[config.mk]
export PLATFORM = sky130hd
export DESIGN_NAME = int_core
export DESIGN_NICKNAME = d
export VERILOG_FILES = /design/src/logic/core_pkg.sv /design/src/logic/alu_unit.sv /design/src/logic/mul_unit.sv /design/src/logic/register_file.sv /design/src/logic/decode_issue.sv /design/src/logic/int_core.sv
export SDC_FILE = /design/constraint.sdc
export NUM_CORES = 2
export LEC_CHECK = 0
export BUFFER_PORTS_ARGS = -buffer_cell sky130_fd_sc_hd__buf_2
export CORE_AREA = 2 2 530 374
export DETAILED_ROUTE_END_ITERATION = 16
export DIE_AREA = 0 0 532 376
export GPL_TIMING_DRIVEN = 0
export PLACE_DENSITY = 0.71
export SETUP_SLACK_MARGIN = 0.05
export SYNTH_ARGS = -nofsm -noshare
export SYNTH_HDL_FRONTEND = slang
export SYNTH_SLANG_ARGS = --single-unit
export TNS_END_PERCENT = 30
[constraint.sdc]
create_clock -name clk -period 9.8 [get_ports clk]
set_input_delay 0.98 -clock clk [delete_from_list [all_inputs] [get_ports clk]]
set_output_delay 0.98 -clock clk [all_outputs]
set_load 0.05 [all_outputs]
[src/logic/core_pkg.sv]
/* Widths, RV32 encodings and the two views of the instruction word
   shared by the integer core; modules take it by wildcard import */
package core_pkg;

    //////////////////////////////
    // Widths
    localparam int XLEN = 32;
    localparam int NUM_REGS = 32;

    typedef logic [4:0] reg_addr_t;

    //////////////////////////////
    // Encodings
    typedef enum logic [6:0] {
        OP     = 7'b0110011,
        OP_IMM = 7'b0010011
    } opcode_t;

    typedef enum logic [3:0] {
        ALU_ADD,
        ALU_SUB,
        ALU_AND,
        ALU_OR,
        ALU_XOR,
        ALU_SLT,
        ALU_SLTU,
        ALU_SLL,
        ALU_SRL,
        ALU_SRA
    } alu_op_t;

    // Upper function field, SUB/SRA and M extension
    localparam logic [6:0] FUNCT7_ALT = 7'b0100000;
    localparam logic [6:0] FUNCT7_MULDIV = 7'b0000001;

    // Lower function field
    localparam logic [2:0] F3_ADD_SUB = 3'b000;
    localparam logic [2:0] F3_SLL = 3'b001;
    localparam logic [2:0] F3_SLT = 3'b010;
    localparam logic [2:0] F3_SLTU = 3'b011;
    localparam logic [2:0] F3_XOR = 3'b100;
    localparam logic [2:0] F3_SRL_SRA = 3'b101;
    localparam logic [2:0] F3_OR = 3'b110;
    localparam logic [2:0] F3_AND = 3'b111;

    //////////////////////////////
    // Instruction word
    typedef union packed {
        struct packed {
            logic [6:0] funct7;
            reg_addr_t rs2;
            reg_addr_t rs1;
            logic [2:0] funct3;
            reg_addr_t rd;
            logic [6:0] opcode;
        } r_type;
        struct packed {
            logic [11:0] imm;
            reg_addr_t rs1;
            logic [2:0] funct3;
            reg_addr_t rd;
            logic [6:0] opcode;
        } i_type;
    } instr_t;

endpackage

[src/logic/alu_unit.sv]
/* Single-cycle integer ALU: add/sub, logic, compares and shifts, with the
   result and destination register captured one edge after issue */
`timescale 1ns/1ps

module alu_unit
    import core_pkg::*;
    (
        input logic clk,
        input logic rst,

        input logic alu_issue,
        input alu_op_t alu_op,
        input logic [XLEN-1:0] alu_a,
        input logic [XLEN-1:0] alu_b,
        input reg_addr_t alu_rd,

        output logic alu_done,
        output reg_addr_t alu_done_rd,
        output logic [XLEN-1:0] alu_result
    );

    logic [4:0] shamt;
    logic signed_lt;
    logic unsigned_lt;
    logic [XLEN-1:0] result;

    assign shamt = alu_b[4:0];
    assign signed_lt = $signed(alu_a) < $signed(alu_b);
    assign unsigned_lt = alu_a < alu_b;

    //////////////////////////////
    // Operation select
    always_comb begin
        case (alu_op)
            ALU_SUB: result = alu_a - alu_b;
            ALU_AND: result = alu_a & alu_b;
            ALU_OR: result = alu_a | alu_b;
            ALU_XOR: result = alu_a ^ alu_b;
            ALU_SLT: result = {{(XLEN-1){1'b0}}, signed_lt};
            ALU_SLTU: result = {{(XLEN-1){1'b0}}, unsigned_lt};
            ALU_SLL: result = alu_a << shamt;
            ALU_SRL: result = alu_a >> shamt;
            // Arithmetic shift keeps the sign
            ALU_SRA: result = $unsigned($signed(alu_a) >>> shamt);
            default: result = alu_a + alu_b;
        endcase
    end

    //////////////////////////////
    // Output register
    always_ff @(posedge clk) begin
        if (rst)
            alu_done <= 1'b0;
        else
            alu_done <= alu_issue;
    end

    always_ff @(posedge clk) begin
        if (alu_issue) begin
            alu_done_rd <= alu_rd;
            alu_result <= result;
        end
    end

endmodule

[src/logic/mul_unit.sv]
/* Pipelined 32-bit multiplier returning the low product word; the
   product, valid bit and rd ride along MUL_STAGES register stages */
`timescale 1ns/1ps

module mul_unit
    import core_pkg::*;
    #(
        parameter int MUL_STAGES = 3
    )
    (
        input logic clk,
        input logic rst,

        input logic mul_issue,
        input logic [XLEN-1:0] mul_a,
        input logic [XLEN-1:0] mul_b,
        input reg_addr_t mul_rd,

        output logic mul_done,
        output reg_addr_t mul_done_rd,
        output logic [XLEN-1:0] mul_result
    );

    logic [MUL_STAGES-1:0] stage_valid;
    logic [XLEN-1:0] stage_prod [MUL_STAGES];
    reg_addr_t stage_rd [MUL_STAGES];

    //////////////////////////////
    // Valid chain
    always_ff @(posedge clk) begin
        if (rst)
            stage_valid <= '0;
        else
            stage_valid <= (stage_valid << 1) | MUL_STAGES'(mul_issue);
    end

    // Only the low word is kept so operand signs do not matter
    always_ff @(posedge clk) begin
        stage_prod[0] <= mul_a * mul_b;
        stage_rd[0] <= mul_rd;
        for (int i = 1; i < MUL_STAGES; i++) begin
            stage_prod[i] <= stage_prod[i-1];
            stage_rd[i] <= stage_rd[i-1];
        end
    end

    assign mul_done = stage_valid[MUL_STAGES-1];
    assign mul_done_rd = stage_rd[MUL_STAGES-1];
    assign mul_result = stage_prod[MUL_STAGES-1];

    //////////////////////////////
    // Fixed latency
    mul_latency: assert property (@(posedge clk) disable iff (rst)
        mul_issue |-> ##MUL_STAGES mul_done)
        else $error("MUL result missing after %0d cycles", MUL_STAGES);

endmodule

[src/logic/register_file.sv]
/* Architectural registers with in-use scoreboard bits; merges unit results
   into writeback and drives the registered commit port */
`timescale 1ns/1ps

module register_file
    import core_pkg::*;
    (
        input logic clk,
        input logic rst,

        input reg_addr_t rs1_addr,
        input reg_addr_t rs2_addr,
        input reg_addr_t rd_addr,
        output logic [XLEN-1:0] rs1_data,
        output logic [XLEN-1:0] rs2_data,
        output logic rs1_busy,
        output logic rs2_busy,
        output logic rd_busy,

        input logic issue_rd_valid,
        input reg_addr_t issue_rd,

        input logic alu_done,
        input reg_addr_t alu_done_rd,
        input logic [XLEN-1:0] alu_result,
        input logic mul_done,
        input reg_addr_t mul_done_rd,
        input logic [XLEN-1:0] mul_result,

        output logic commit_valid,
        output reg_addr_t commit_rd,
        output logic [XLEN-1:0] commit_data
    );

    logic [XLEN-1:0] regs [NUM_REGS];
    logic [NUM_REGS-1:0] inuse;
    logic wb_valid;
    reg_addr_t wb_rd;
    logic [XLEN-1:0] wb_data;

    //////////////////////////////
    // Read side
    assign rs1_data = (rs1_addr == '0) ? '0 : regs[rs1_addr];
    assign rs2_data = (rs2_addr == '0) ? '0 : regs[rs2_addr];
    assign rs1_busy = inuse[rs1_addr];
    assign rs2_busy = inuse[rs2_addr];
    assign rd_busy = inuse[rd_addr];

    //////////////////////////////
    // Writeback select
    assign wb_valid = alu_done || mul_done;
    assign wb_rd = alu_done ? alu_done_rd : mul_done_rd;
    assign wb_data = alu_done ? alu_result : mul_result;

    always_ff @(posedge clk) begin
        if (rst) begin
            for (int i = 0; i < NUM_REGS; i++)
                regs[i] <= '0;
        end else if (wb_valid && (wb_rd != '0)) begin
            regs[wb_rd] <= wb_data;
        end
    end

    // Scoreboard, x0 is never marked
    always_ff @(posedge clk) begin
        if (rst) begin
            inuse <= '0;
            commit_valid <= 1'b0;
        end else begin
            if (wb_valid)
                inuse[wb_rd] <= 1'b0;
            if (issue_rd_valid && (issue_rd != '0))
                inuse[issue_rd] <= 1'b1;
            commit_valid <= wb_valid && (wb_rd != '0);
        end
    end

    always_ff @(posedge clk) begin
        commit_rd <= wb_rd;
        commit_data <= wb_data;
    end

    // Slot tracking in decode keeps the units apart
    single_writeback: assert property (@(posedge clk) disable iff (rst)
        !(alu_done && mul_done))
        else $error("ALU and MUL results collided at writeback");

    // Decode stalls on a busy rd
    no_double_claim: assert property (@(posedge clk) disable iff (rst)
        issue_rd_valid |-> !inuse[issue_rd])
        else $error("Destination claimed while already in use");

endmodule

[src/logic/decode_issue.sv]
/* Decode and issue stage: checks scoreboard and writeback slot hazards,
   then registers the operands into the ALU or the multiply unit */
`timescale 1ns/1ps

module decode_issue
    import core_pkg::*;
    #(
        parameter int MUL_STAGES = 3
    )
    (
        input logic clk,
        input logic rst,

        input logic instr_valid,
        input instr_t instr,
        output logic instr_ready,

        output reg_addr_t rs1_addr,
        output reg_addr_t rs2_addr,
        input logic [XLEN-1:0] rs1_data,
        input logic [XLEN-1:0] rs2_data,
        input logic rs1_busy,
        input logic rs2_busy,
        input logic rd_busy,

        output logic issue_rd_valid,
        output reg_addr_t issue_rd,

        output logic alu_issue,
        output alu_op_t alu_op,
        output logic [XLEN-1:0] alu_a,
        output logic [XLEN-1:0] alu_b,
        output reg_addr_t alu_rd,

        output logic mul_issue,
        output logic [XLEN-1:0] mul_a,
        output logic [XLEN-1:0] mul_b,
        output reg_addr_t mul_rd
    );

    logic supported;
    logic is_mul;
    logic uses_rs2;
    logic hazard;
    logic slot_conflict;
    logic accept;
    logic alu_accept;
    logic mul_accept;
    alu_op_t dec_op;
    logic [XLEN-1:0] imm_ext;
    logic [XLEN-1:0] operand_b;
    // Bit k set: a MUL was accepted k+1 cycles ago
    logic [MUL_STAGES-2:0] mul_slot;

    if (MUL_STAGES < 2) begin : g_stage_check
        $error("decode_issue needs MUL_STAGES of at least 2");
    end

    function automatic alu_op_t base_op(input logic [2:0] funct3);
        case (funct3)
            F3_SLL: return ALU_SLL;
            F3_SLT: return ALU_SLT;
            F3_SLTU: return ALU_SLTU;
            F3_XOR: return ALU_XOR;
            F3_SRL_SRA: return ALU_SRL;
            F3_OR: return ALU_OR;
            F3_AND: return ALU_AND;
            default: return ALU_ADD;
        endcase
    endfunction

    //////////////////////////////
    // Decode
    assign rs1_addr = instr.r_type.rs1;
    assign rs2_addr = instr.r_type.rs2;
    assign issue_rd = instr.r_type.rd;
    assign imm_ext = {{(XLEN-12){instr.i_type.imm[11]}}, instr.i_type.imm};

    always_comb begin
        supported = 1'b0;
        is_mul = 1'b0;
        uses_rs2 = 1'b0;
        dec_op = base_op(instr.r_type.funct3);
        case (instr.r_type.opcode)
            OP: begin
                uses_rs2 = 1'b1;
                if (instr.r_type.funct7 == FUNCT7_MULDIV) begin
                    is_mul = 1'b1;
                    supported = (instr.r_type.funct3 == F3_ADD_SUB);
                end else if (instr.r_type.funct7 == '0) begin
                    supported = 1'b1;
                end else if (instr.r_type.funct7 == FUNCT7_ALT) begin
                    supported = (instr.r_type.funct3 == F3_ADD_SUB) ||
                                (instr.r_type.funct3 == F3_SRL_SRA);
                    dec_op = (instr.r_type.funct3 == F3_ADD_SUB) ? ALU_SUB : ALU_SRA;
                end
            end
            OP_IMM: begin
                // Shift immediates keep funct7 in the upper imm bits
                case (instr.i_type.funct3)
                    F3_SLL: supported = (instr.i_type.imm[11:5] == '0);
                    F3_SRL_SRA: begin
                        supported = (instr.i_type.imm[11:5] == '0) ||
                                    (instr.i_type.imm[11:5] == FUNCT7_ALT);
                        if (instr.i_type.imm[11:5] == FUNCT7_ALT)
                            dec_op = ALU_SRA;
                    end
                    default: supported = 1'b1;
                endcase
            end
            default: ;
        endcase
    end

    assign operand_b = uses_rs2 ? rs2_data : imm_ext;

    //////////////////////////////
    // Ready and hazards
    assign hazard = rs1_busy || (uses_rs2 && rs2_busy) || rd_busy;
    // ALU result would land on the same writeback cycle as that MUL
    assign slot_conflict = !is_mul && mul_slot[MUL_STAGES-2];

    // Unsupported words drain immediately
    assign instr_ready = !rst && (!supported || !(hazard || slot_conflict));
    assign accept = instr_valid && instr_ready;
    assign alu_accept = accept && supported && !is_mul;
    assign mul_accept = accept && supported && is_mul;
    assign issue_rd_valid = accept && supported && (issue_rd != '0);

    //////////////////////////////
    // Issue registers
    always_ff @(posedge clk) begin
        if (rst) begin
            alu_issue <= 1'b0;
            mul_issue <= 1'b0;
            mul_slot <= '0;
        end else begin
            alu_issue <= alu_accept;
            mul_issue <= mul_accept;
            mul_slot <= (mul_slot << 1) | (MUL_STAGES-1)'(mul_accept);
        end
    end

    always_ff @(posedge clk) begin
        if (alu_accept) begin
            alu_op <= dec_op;
            alu_a <= rs1_data;
            alu_b <= operand_b;
            alu_rd <= issue_rd;
        end
        if (mul_accept) begin
            mul_a <= rs1_data;
            mul_b <= rs2_data;
            mul_rd <= issue_rd;
        end
    end

    // One unit per accepted instruction
    single_unit_issue: assert property (@(posedge clk) disable iff (rst)
        !(alu_issue && mul_issue))
        else $error("ALU and MUL issued in the same cycle");

endmodule

[src/logic/int_core.sv]
/* Integer issue-and-execute core top level: decode/issue, register file,
   ALU and multiply unit; instructions in on valid/ready, results out on commit */
`timescale 1ns/1ps

module int_core
    import core_pkg::*;
    #(
        parameter int MUL_STAGES = 3
    )
    (
        input logic clk,
        input logic rst,

        input logic instr_valid,
        input instr_t instr,
        output logic instr_ready,

        output logic commit_valid,
        output reg_addr_t commit_rd,
        output logic [XLEN-1:0] commit_data
    );

    //////////////////////////////
    // Connecting signals
    reg_addr_t rs1_addr;
    reg_addr_t rs2_addr;
    logic [XLEN-1:0] rs1_data;
    logic [XLEN-1:0] rs2_data;
    logic rs1_busy;
    logic rs2_busy;
    logic rd_busy;
    logic issue_rd_valid;
    reg_addr_t issue_rd;

    logic alu_issue;
    alu_op_t alu_op;
    logic [XLEN-1:0] alu_a;
    logic [XLEN-1:0] alu_b;
    reg_addr_t alu_rd;
    logic alu_done;
    reg_addr_t alu_done_rd;
    logic [XLEN-1:0] alu_result;

    logic mul_issue;
    logic [XLEN-1:0] mul_a;
    logic [XLEN-1:0] mul_b;
    reg_addr_t mul_rd;
    logic mul_done;
    reg_addr_t mul_done_rd;
    logic [XLEN-1:0] mul_result;

    //////////////////////////////
    // Decode/Issue
    decode_issue #(.MUL_STAGES(MUL_STAGES))
    decode_issue_block (
        .clk (clk),
        .rst (rst),
        .instr_valid (instr_valid),
        .instr (instr),
        .instr_ready (instr_ready),
        .rs1_addr (rs1_addr),
        .rs2_addr (rs2_addr),
        .rs1_data (rs1_data),
        .rs2_data (rs2_data),
        .rs1_busy (rs1_busy),
        .rs2_busy (rs2_busy),
        .rd_busy (rd_busy),
        .issue_rd_valid (issue_rd_valid),
        .issue_rd (issue_rd),
        .alu_issue (alu_issue),
        .alu_op (alu_op),
        .alu_a (alu_a),
        .alu_b (alu_b),
        .alu_rd (alu_rd),
        .mul_issue (mul_issue),
        .mul_a (mul_a),
        .mul_b (mul_b),
        .mul_rd (mul_rd)
    );

    //////////////////////////////
    // Register file, rd lookup uses the decoded rd
    register_file register_file_block (
        .clk (clk),
        .rst (rst),
        .rs1_addr (rs1_addr),
        .rs2_addr (rs2_addr),
        .rd_addr (issue_rd),
        .rs1_data (rs1_data),
        .rs2_data (rs2_data),
        .rs1_busy (rs1_busy),
        .rs2_busy (rs2_busy),
        .rd_busy (rd_busy),
        .issue_rd_valid (issue_rd_valid),
        .issue_rd (issue_rd),
        .alu_done (alu_done),
        .alu_done_rd (alu_done_rd),
        .alu_result (alu_result),
        .mul_done (mul_done),
        .mul_done_rd (mul_done_rd),
        .mul_result (mul_result),
        .commit_valid (commit_valid),
        .commit_rd (commit_rd),
        .commit_data (commit_data)
    );

    //////////////////////////////
    // Execution units
    alu_unit alu_unit_block (
        .clk (clk),
        .rst (rst),
        .alu_issue (alu_issue),
        .alu_op (alu_op),
        .alu_a (alu_a),
        .alu_b (alu_b),
        .alu_rd (alu_rd),
        .alu_done (alu_done),
        .alu_done_rd (alu_done_rd),
        .alu_result (alu_result)
    );

    mul_unit #(.MUL_STAGES(MUL_STAGES))
    mul_unit_block (
        .clk (clk),
        .rst (rst),
        .mul_issue (mul_issue),
        .mul_a (mul_a),
        .mul_b (mul_b),
        .mul_rd (mul_rd),
        .mul_done (mul_done),
        .mul_done_rd (mul_done_rd),
        .mul_result (mul_result)
    );

endmodule

; Word level (Yosys, flattened, before mapping)
; Memories as Yosys holds them, arrays and structs flattened.
; Cells that the tools add are included.
[op_classes]
addsub = 2
mul = 1
order_cmp = 8
eq_ne = 20
n_shift = 3
mux = 43
bitwise_logic = 8
reduce_logical = 30
[op_table]
columns = op, n
row1 = 32-bit one-hot mux with 9 select lines, 1
row2 = 32-bit two-way mux, 8
row3 = 32-bit bitwise AND, 2
row4 = 32-bit less-than comparator, 2
row5 = 32-bit OR, 2
row6 = 32-bit adder, 1
row7 = 32-bit by 32-bit multiplier with 32-bit output, 1
row8 = 32-bit inverter, 1
row9 = 32-bit OR reduction, 1
row10 = 32-bit by 5-bit << shifter with 32-bit output, 1
row11 = 32-bit by 5-bit >> shifter with 32-bit output, 1
row12 = 32-bit by 5-bit >>> shifter with 32-bit output, 1
row13 = 32-bit subtractor, 1
row14 = 32-bit XOR, 1
row15 = 4-bit one-hot mux with 7 select lines, 1
row16 = 5-bit by 6-bit less-than comparator with 1-bit output (second input constant), 4
row17 = 4-bit two-way mux, 6
row18 = 1-bit two-way mux, 17
row19 = 4-bit by 3-bit == test with 1-bit output (second input constant), 4
row20 = 1-bit binary-select mux with 5-bit select, 3
row21 = 7-bit by 6-bit == test with 1-bit output (second input constant), 2
row22 = 3-bit == test (second input constant), 4
row23 = 1-bit logical AND, 12
row24 = 1-bit demux with 5-bit select, 2
row25 = 19 further kinds, 36
[word_totals]
ff_bits = 257
ramBits = 1135
out_inout_bits = 39
elab_cells = 136
mem_count = 3
[mem_list]
columns = memory, words, width, read_ports, rd_ports_with_merged_regs, write_ports, line_no
row1 = register_file_block.regs, 32, 32, 2, 0, 32, register_file.sv:35  ; logic [XLEN-1:0] regs [NUM_REGS];
row2 = mul_unit_block.stage_prod, 3, 32, 3, 0, 3, mul_unit.sv:25  ; logic [XLEN-1:0] stage_prod [MUL_STAGES];
row3 = mul_unit_block.stage_rd, 3, 5, 3, 0, 3, mul_unit.sv:26  ; reg_addr_t stage_rd [MUL_STAGES];

; Logic depth before layout (Yosys ltp)
[depth]
word_depth = 14
ltp_mapped = 29
mapped_depth_nobuf = 27

; Cells and area by module
; Synthesis repeated with hierarchy kept, for this count alone.
[unflattened]
hier_cells = 7407
area_unflattened_um2 = 89230.6
[modules_own_cells]
columns = module, n_inst, cells_each, area_per_inst_um2, seq_area_each_um2
row1 = register_file, 1, 3959, 55523.3, 32150.8
row2 = mul_unit, 1, 1865, 18358.9, 2282.2
row3 = alu_unit, 1, 1341, 10261.1, 1131.1
row4 = decode_issue, 1, 242, 5087.4, 4324.1

; Worst setup path before layout
; Ideal clock, no wire load.
[synth_path]
path_type = flip-flop to flip-flop
from = reg decode_issue_block.mul_a[13]
to = mem mul_unit_block.stage_prod[0][28]
t_arrival_ns = 6.765
required_ns = 9.682
setup_slack_ns = 2.916
path_stages_with_launch = 25
n_path_buf = 2
period_less_slack_ns = 6.884
cell_sequence = edfxtp_1 -> clkbuf_1 -> clkbuf_1 -> nand2_1 -> fa_1 -> fa_1 -> inv_1 -> fa_1 -> inv_1 -> fa_1 -> fa_1 -> fa_1 -> inv_1 -> fa_1 -> fa_1 -> ha_1 -> a21o_1 -> a21oi_1 -> o21a_1 -> a311oi_1 -> o31ai_1 -> nand2b_1 -> a21o_1 -> a221o_1 -> xor2_1
[synth_rtl]
columns = item, line_no
row1 = "start, declared", decode_issue.sv:36  ; output logic [XLEN-1:0] mul_a,
row2 = "start signal, assigned", decode_issue.sv:152  ; mul_a <= rs1_data;
row3 = "end, declared", mul_unit.sv:25

==> metrics.txt <==
Largest stage delay, worst path=0.99 ns; CP max-delay cell=clkbuf_1; most frequent cells in the layout=1,262 x nor2_1, 1,203 x edfxtp_1, 712 x mux4_2; worst skew pair latency=around 0.8 ns; synthesized area per cell=12.6 um2; final worst path period need=roughly 9 ns; fraction of layout cells with a size suffix above 1=between 10% and 20%; status=finished, violations left; Max Freq=110 MHz; post-synthesis cell type count=83; CTS tree=built; Die Width=532 um; worst-path maximum fanout=10; TritonCTS sink count=between 1,000 and 1,500; Post-synth EDFFs=1,203; number of non-filler instances in the completed layout=9,980; Initial Util=44.8%; CTS max path bufs=3; #FFs+latches synth=1,390; violated checks=max-capacitance violations, max-slew violations; RSZ-0062 raised after global routing=no; Final Max Slew Viols=12; DRC viols=0; TritonCTS Buffers=roughly 120; final hold violation count=0; Cell Chain, Critical Path=clkbuf_1, clkbuf_1, nand2_1, fa_1, fa_1, fa_1, fa_1, inv_1, fa_1, inv_1, fa_1, fa_1, fa_1, inv_1, ha_1, a21o_1, a31oi_1, o211ai_1, a31oi_1, nor2b_1, o21a_1, o41ai_1, xnor2_1; wire per inst=33.0 um; Pleak=36.4 nW; Worst EP arrival=9.81 ns; post-synth top area share=41.3%; post-CTS resize count=0; Slew @ Worst Pin=1.50 ns; Yosys top cell by area=edfxtp_1; Synthesis Warnings=0; GRT overflow=0; port bufs=67; vias in the first global route=roughly 63,000; # fillers=16,900; setup violators final=0; placed insts=9,699; Area after DPL=92,100 um2; DP HPWL=around 250,000 um; Worst Setup End Kind=flip-flop; Max IR drop VDD=164 uV; Boundary Pins=74; routability cong.=1.03; Final Cycle Share=92.8%; initial antenna violation count=43; detailed-route vias per instance=~6.5; overall via count from detail_route=between 60,000 and 70,000; Hold Crit Class=flip-flop to flip-flop; Post-Synthesis Cells=6,941; CTS root buffer=clkbuf_16; final wirelength=around 330,000 um; most frequent CP cell=fa_1; final core occ=between 40% and 50%; post-route ant nets=0; core region area=195,000 um2; post-route setup slack=0.706 ns; Worst setup SP type=flip-flop; crit-path leading delay family=adder cells; CTS Hold Bufs=0; Worst EP required=10.51 ns; post-route cell area=96,200 um2; Post-CTS Setup Bufs=0; Layout area overhead=9.98%; area of the die=around 200,000 um2; global-route wire length before repair=461,000 um; die height=376 um; Fin Clk Skew=0.0625 ns; commonest non-fill, non-tap cell in the layout=nor2_1; largest net degree at the start of global routing=38; DRT Pass-1 Iters=8; power density cells=~130 nW/um2; dominant cells by area after synthesis=edfxtp_1 41%, mux4_2 18%, fa_1 9.4%, nor2_1 5.4%, dfxtp_1 4.3%; ys async rst share=0%; critical path class=flip-flop to flip-flop; Max Cap Viol=5; FP Rows=136; CTS clk-pin slew, worst paths=0.07 ns; Iteration-0 DRC Markers=11,900; Crit path buffers/inverters=5; Post-synth top flop=edfxtp_1; Synth Cell Area=87,500 um2; CTS HTree Levels=3; max_slew headroom=-3.18%; Setup TNS Final=0 ns; pre-CTS setup slack=1.10 ns; gr usage total=32.5%; sequential cell area fraction in the yosys report=around 46%; Final #Nets=7,865
worst reg2reg max path: stages (launching register included):
cell and delay (ns):
edfxtp_1 0.34, clkbuf_1 0.99, clkbuf_1 0.73, nand2_1 0.18
fa_1 0.59, fa_1 0.45, fa_1 0.47, fa_1 0.52
inv_1 0.06, fa_1 0.51, inv_1 0.06, fa_1 0.65
fa_1 0.48, fa_1 0.55, inv_1 0.06, ha_1 0.36
a21o_1 0.19, a31oi_1 0.46, o211ai_1 0.24, a31oi_1 0.34
nor2b_1 0.11, o21a_1 0.20, o41ai_1 0.32, xnor2_1 0.16
metrics by stage:
stage	total power, mW	hold WS, ns
floorplan	7.44	0.310
global placement	7.89	0.311
detailed placement	7.94	0.312
CTS	12.7	0.308
global route	13.0	0.324
finish	12.8	0.307
layout make-up:
cell class / count / area [um2] / share of cell area [%]
multi-input cells: 4491 / 43600 / 45.3
flip-flops and latches: 1390 / 39900 / 41.4
clock buffers: 164 / 3300 / 3.43
well taps: 2622 / 3280 / 3.41
plain buffers: 564 / 2250 / 2.34
inverters: 527 / 1980 / 2.06
repair buffers: 108 / 1130 / 1.18
clock inverters: 60 / 637 / 0.662
diodes: 54 / 135 / 0.140
routing by layer:
metal | vias up | wire length, um | GRT usage (%)
li1 | 25300 | - | -
met1 | 33000 | 125000 | 46.2
met2 | 5961 | 130000 | 42.3
met3 | 739 | 62500 | 16.2
met4 | 24 | 11600 | 10.4
met5 | - | 955 | 5.02
synthesized netlist by cell type, drive strengths merged (132+ instances only):
| library cell | n |
|---|---|
| fa | 410 |
| nor2 | 1264 |
| mux4 | 712 |
| and2 | 291 |
| ha | 220 |
| dfxtp | 187 |
| a21oi | 162 |
| clkbuf | 443 |
| edfxtp | 1203 |
| inv | 525 |
| nand2 | 445 |
| o21ai | 132 |
flip-flops by register name, indices dropped and copies added, names as in the netlist, 3 cells and up:
register / cells
mul_unit_block.stage_valid: 3
decode_issue_block.alu_b: 32
decode_issue_block.alu_rd: 5
decode_issue_block.alu_a: 32
register_file_block.commit_rd: 5
register_file_block.regs: 1024
register_file_block.inuse: 32
mul_unit_block.stage_prod: 96
mul_unit_block.stage_rd: 15
decode_issue_block.mul_a: 32
decode_issue_block.mul_b: 32
alu_unit_block.alu_result: 32
alu_unit_block.alu_done_rd: 5
register_file_block.commit_data: 32
decode_issue_block.alu_op: 4
decode_issue_block.mul_rd: 5
power breakdown:
group	internal (mW)	switching (mW)	total [mW]	leakage [nW]
sequential	6.58	0.0846	6.66	13.6
combinational	0.490	0.736	1.23	20.8
clock	2.61	2.33	4.95	1.91
total	9.68	3.15	12.8	36.4
worst paths after layout:
| path | from | end | slack (ns) | cells after the start |
|---|---|---|---|---|
| setup / recovery | decode_issue_block.mul_a[13] | mul_unit_block.stage_prod[0][31] | 0.71 | 23 |
| hold / removal | mul_unit_block.stage_prod[0][2] | mul_unit_block.stage_prod[0][34] | 0.31 | 0 |
| setup reg to reg | decode_issue_block.mul_a[13] | mul_unit_block.stage_prod[0][31] | 0.71 | 23 |
| hold reg to reg | mul_unit_block.stage_prod[0][2] | mul_unit_block.stage_prod[0][34] | 0.31 | 0 |
kinds of logic (layout without fill, tap and decap cells):
group | count (synthesis) | in the layout | share of synthesized area, %
compound gates | 590 | 590 | 4.44
xor+xnor | 92 | 92 | 0.921
fa+ha+maj | 630 | 630 | 12.5
buf+inv | 1091 | 1423 | 4.82
flops | 1390 | 1390 | 45.6
mux | 883 | 883 | 20.4
other cells | 1 | 86 | 0.00429
simple gates | 2264 | 2264 | 11.4
Power figures use the tool's default switching activity.
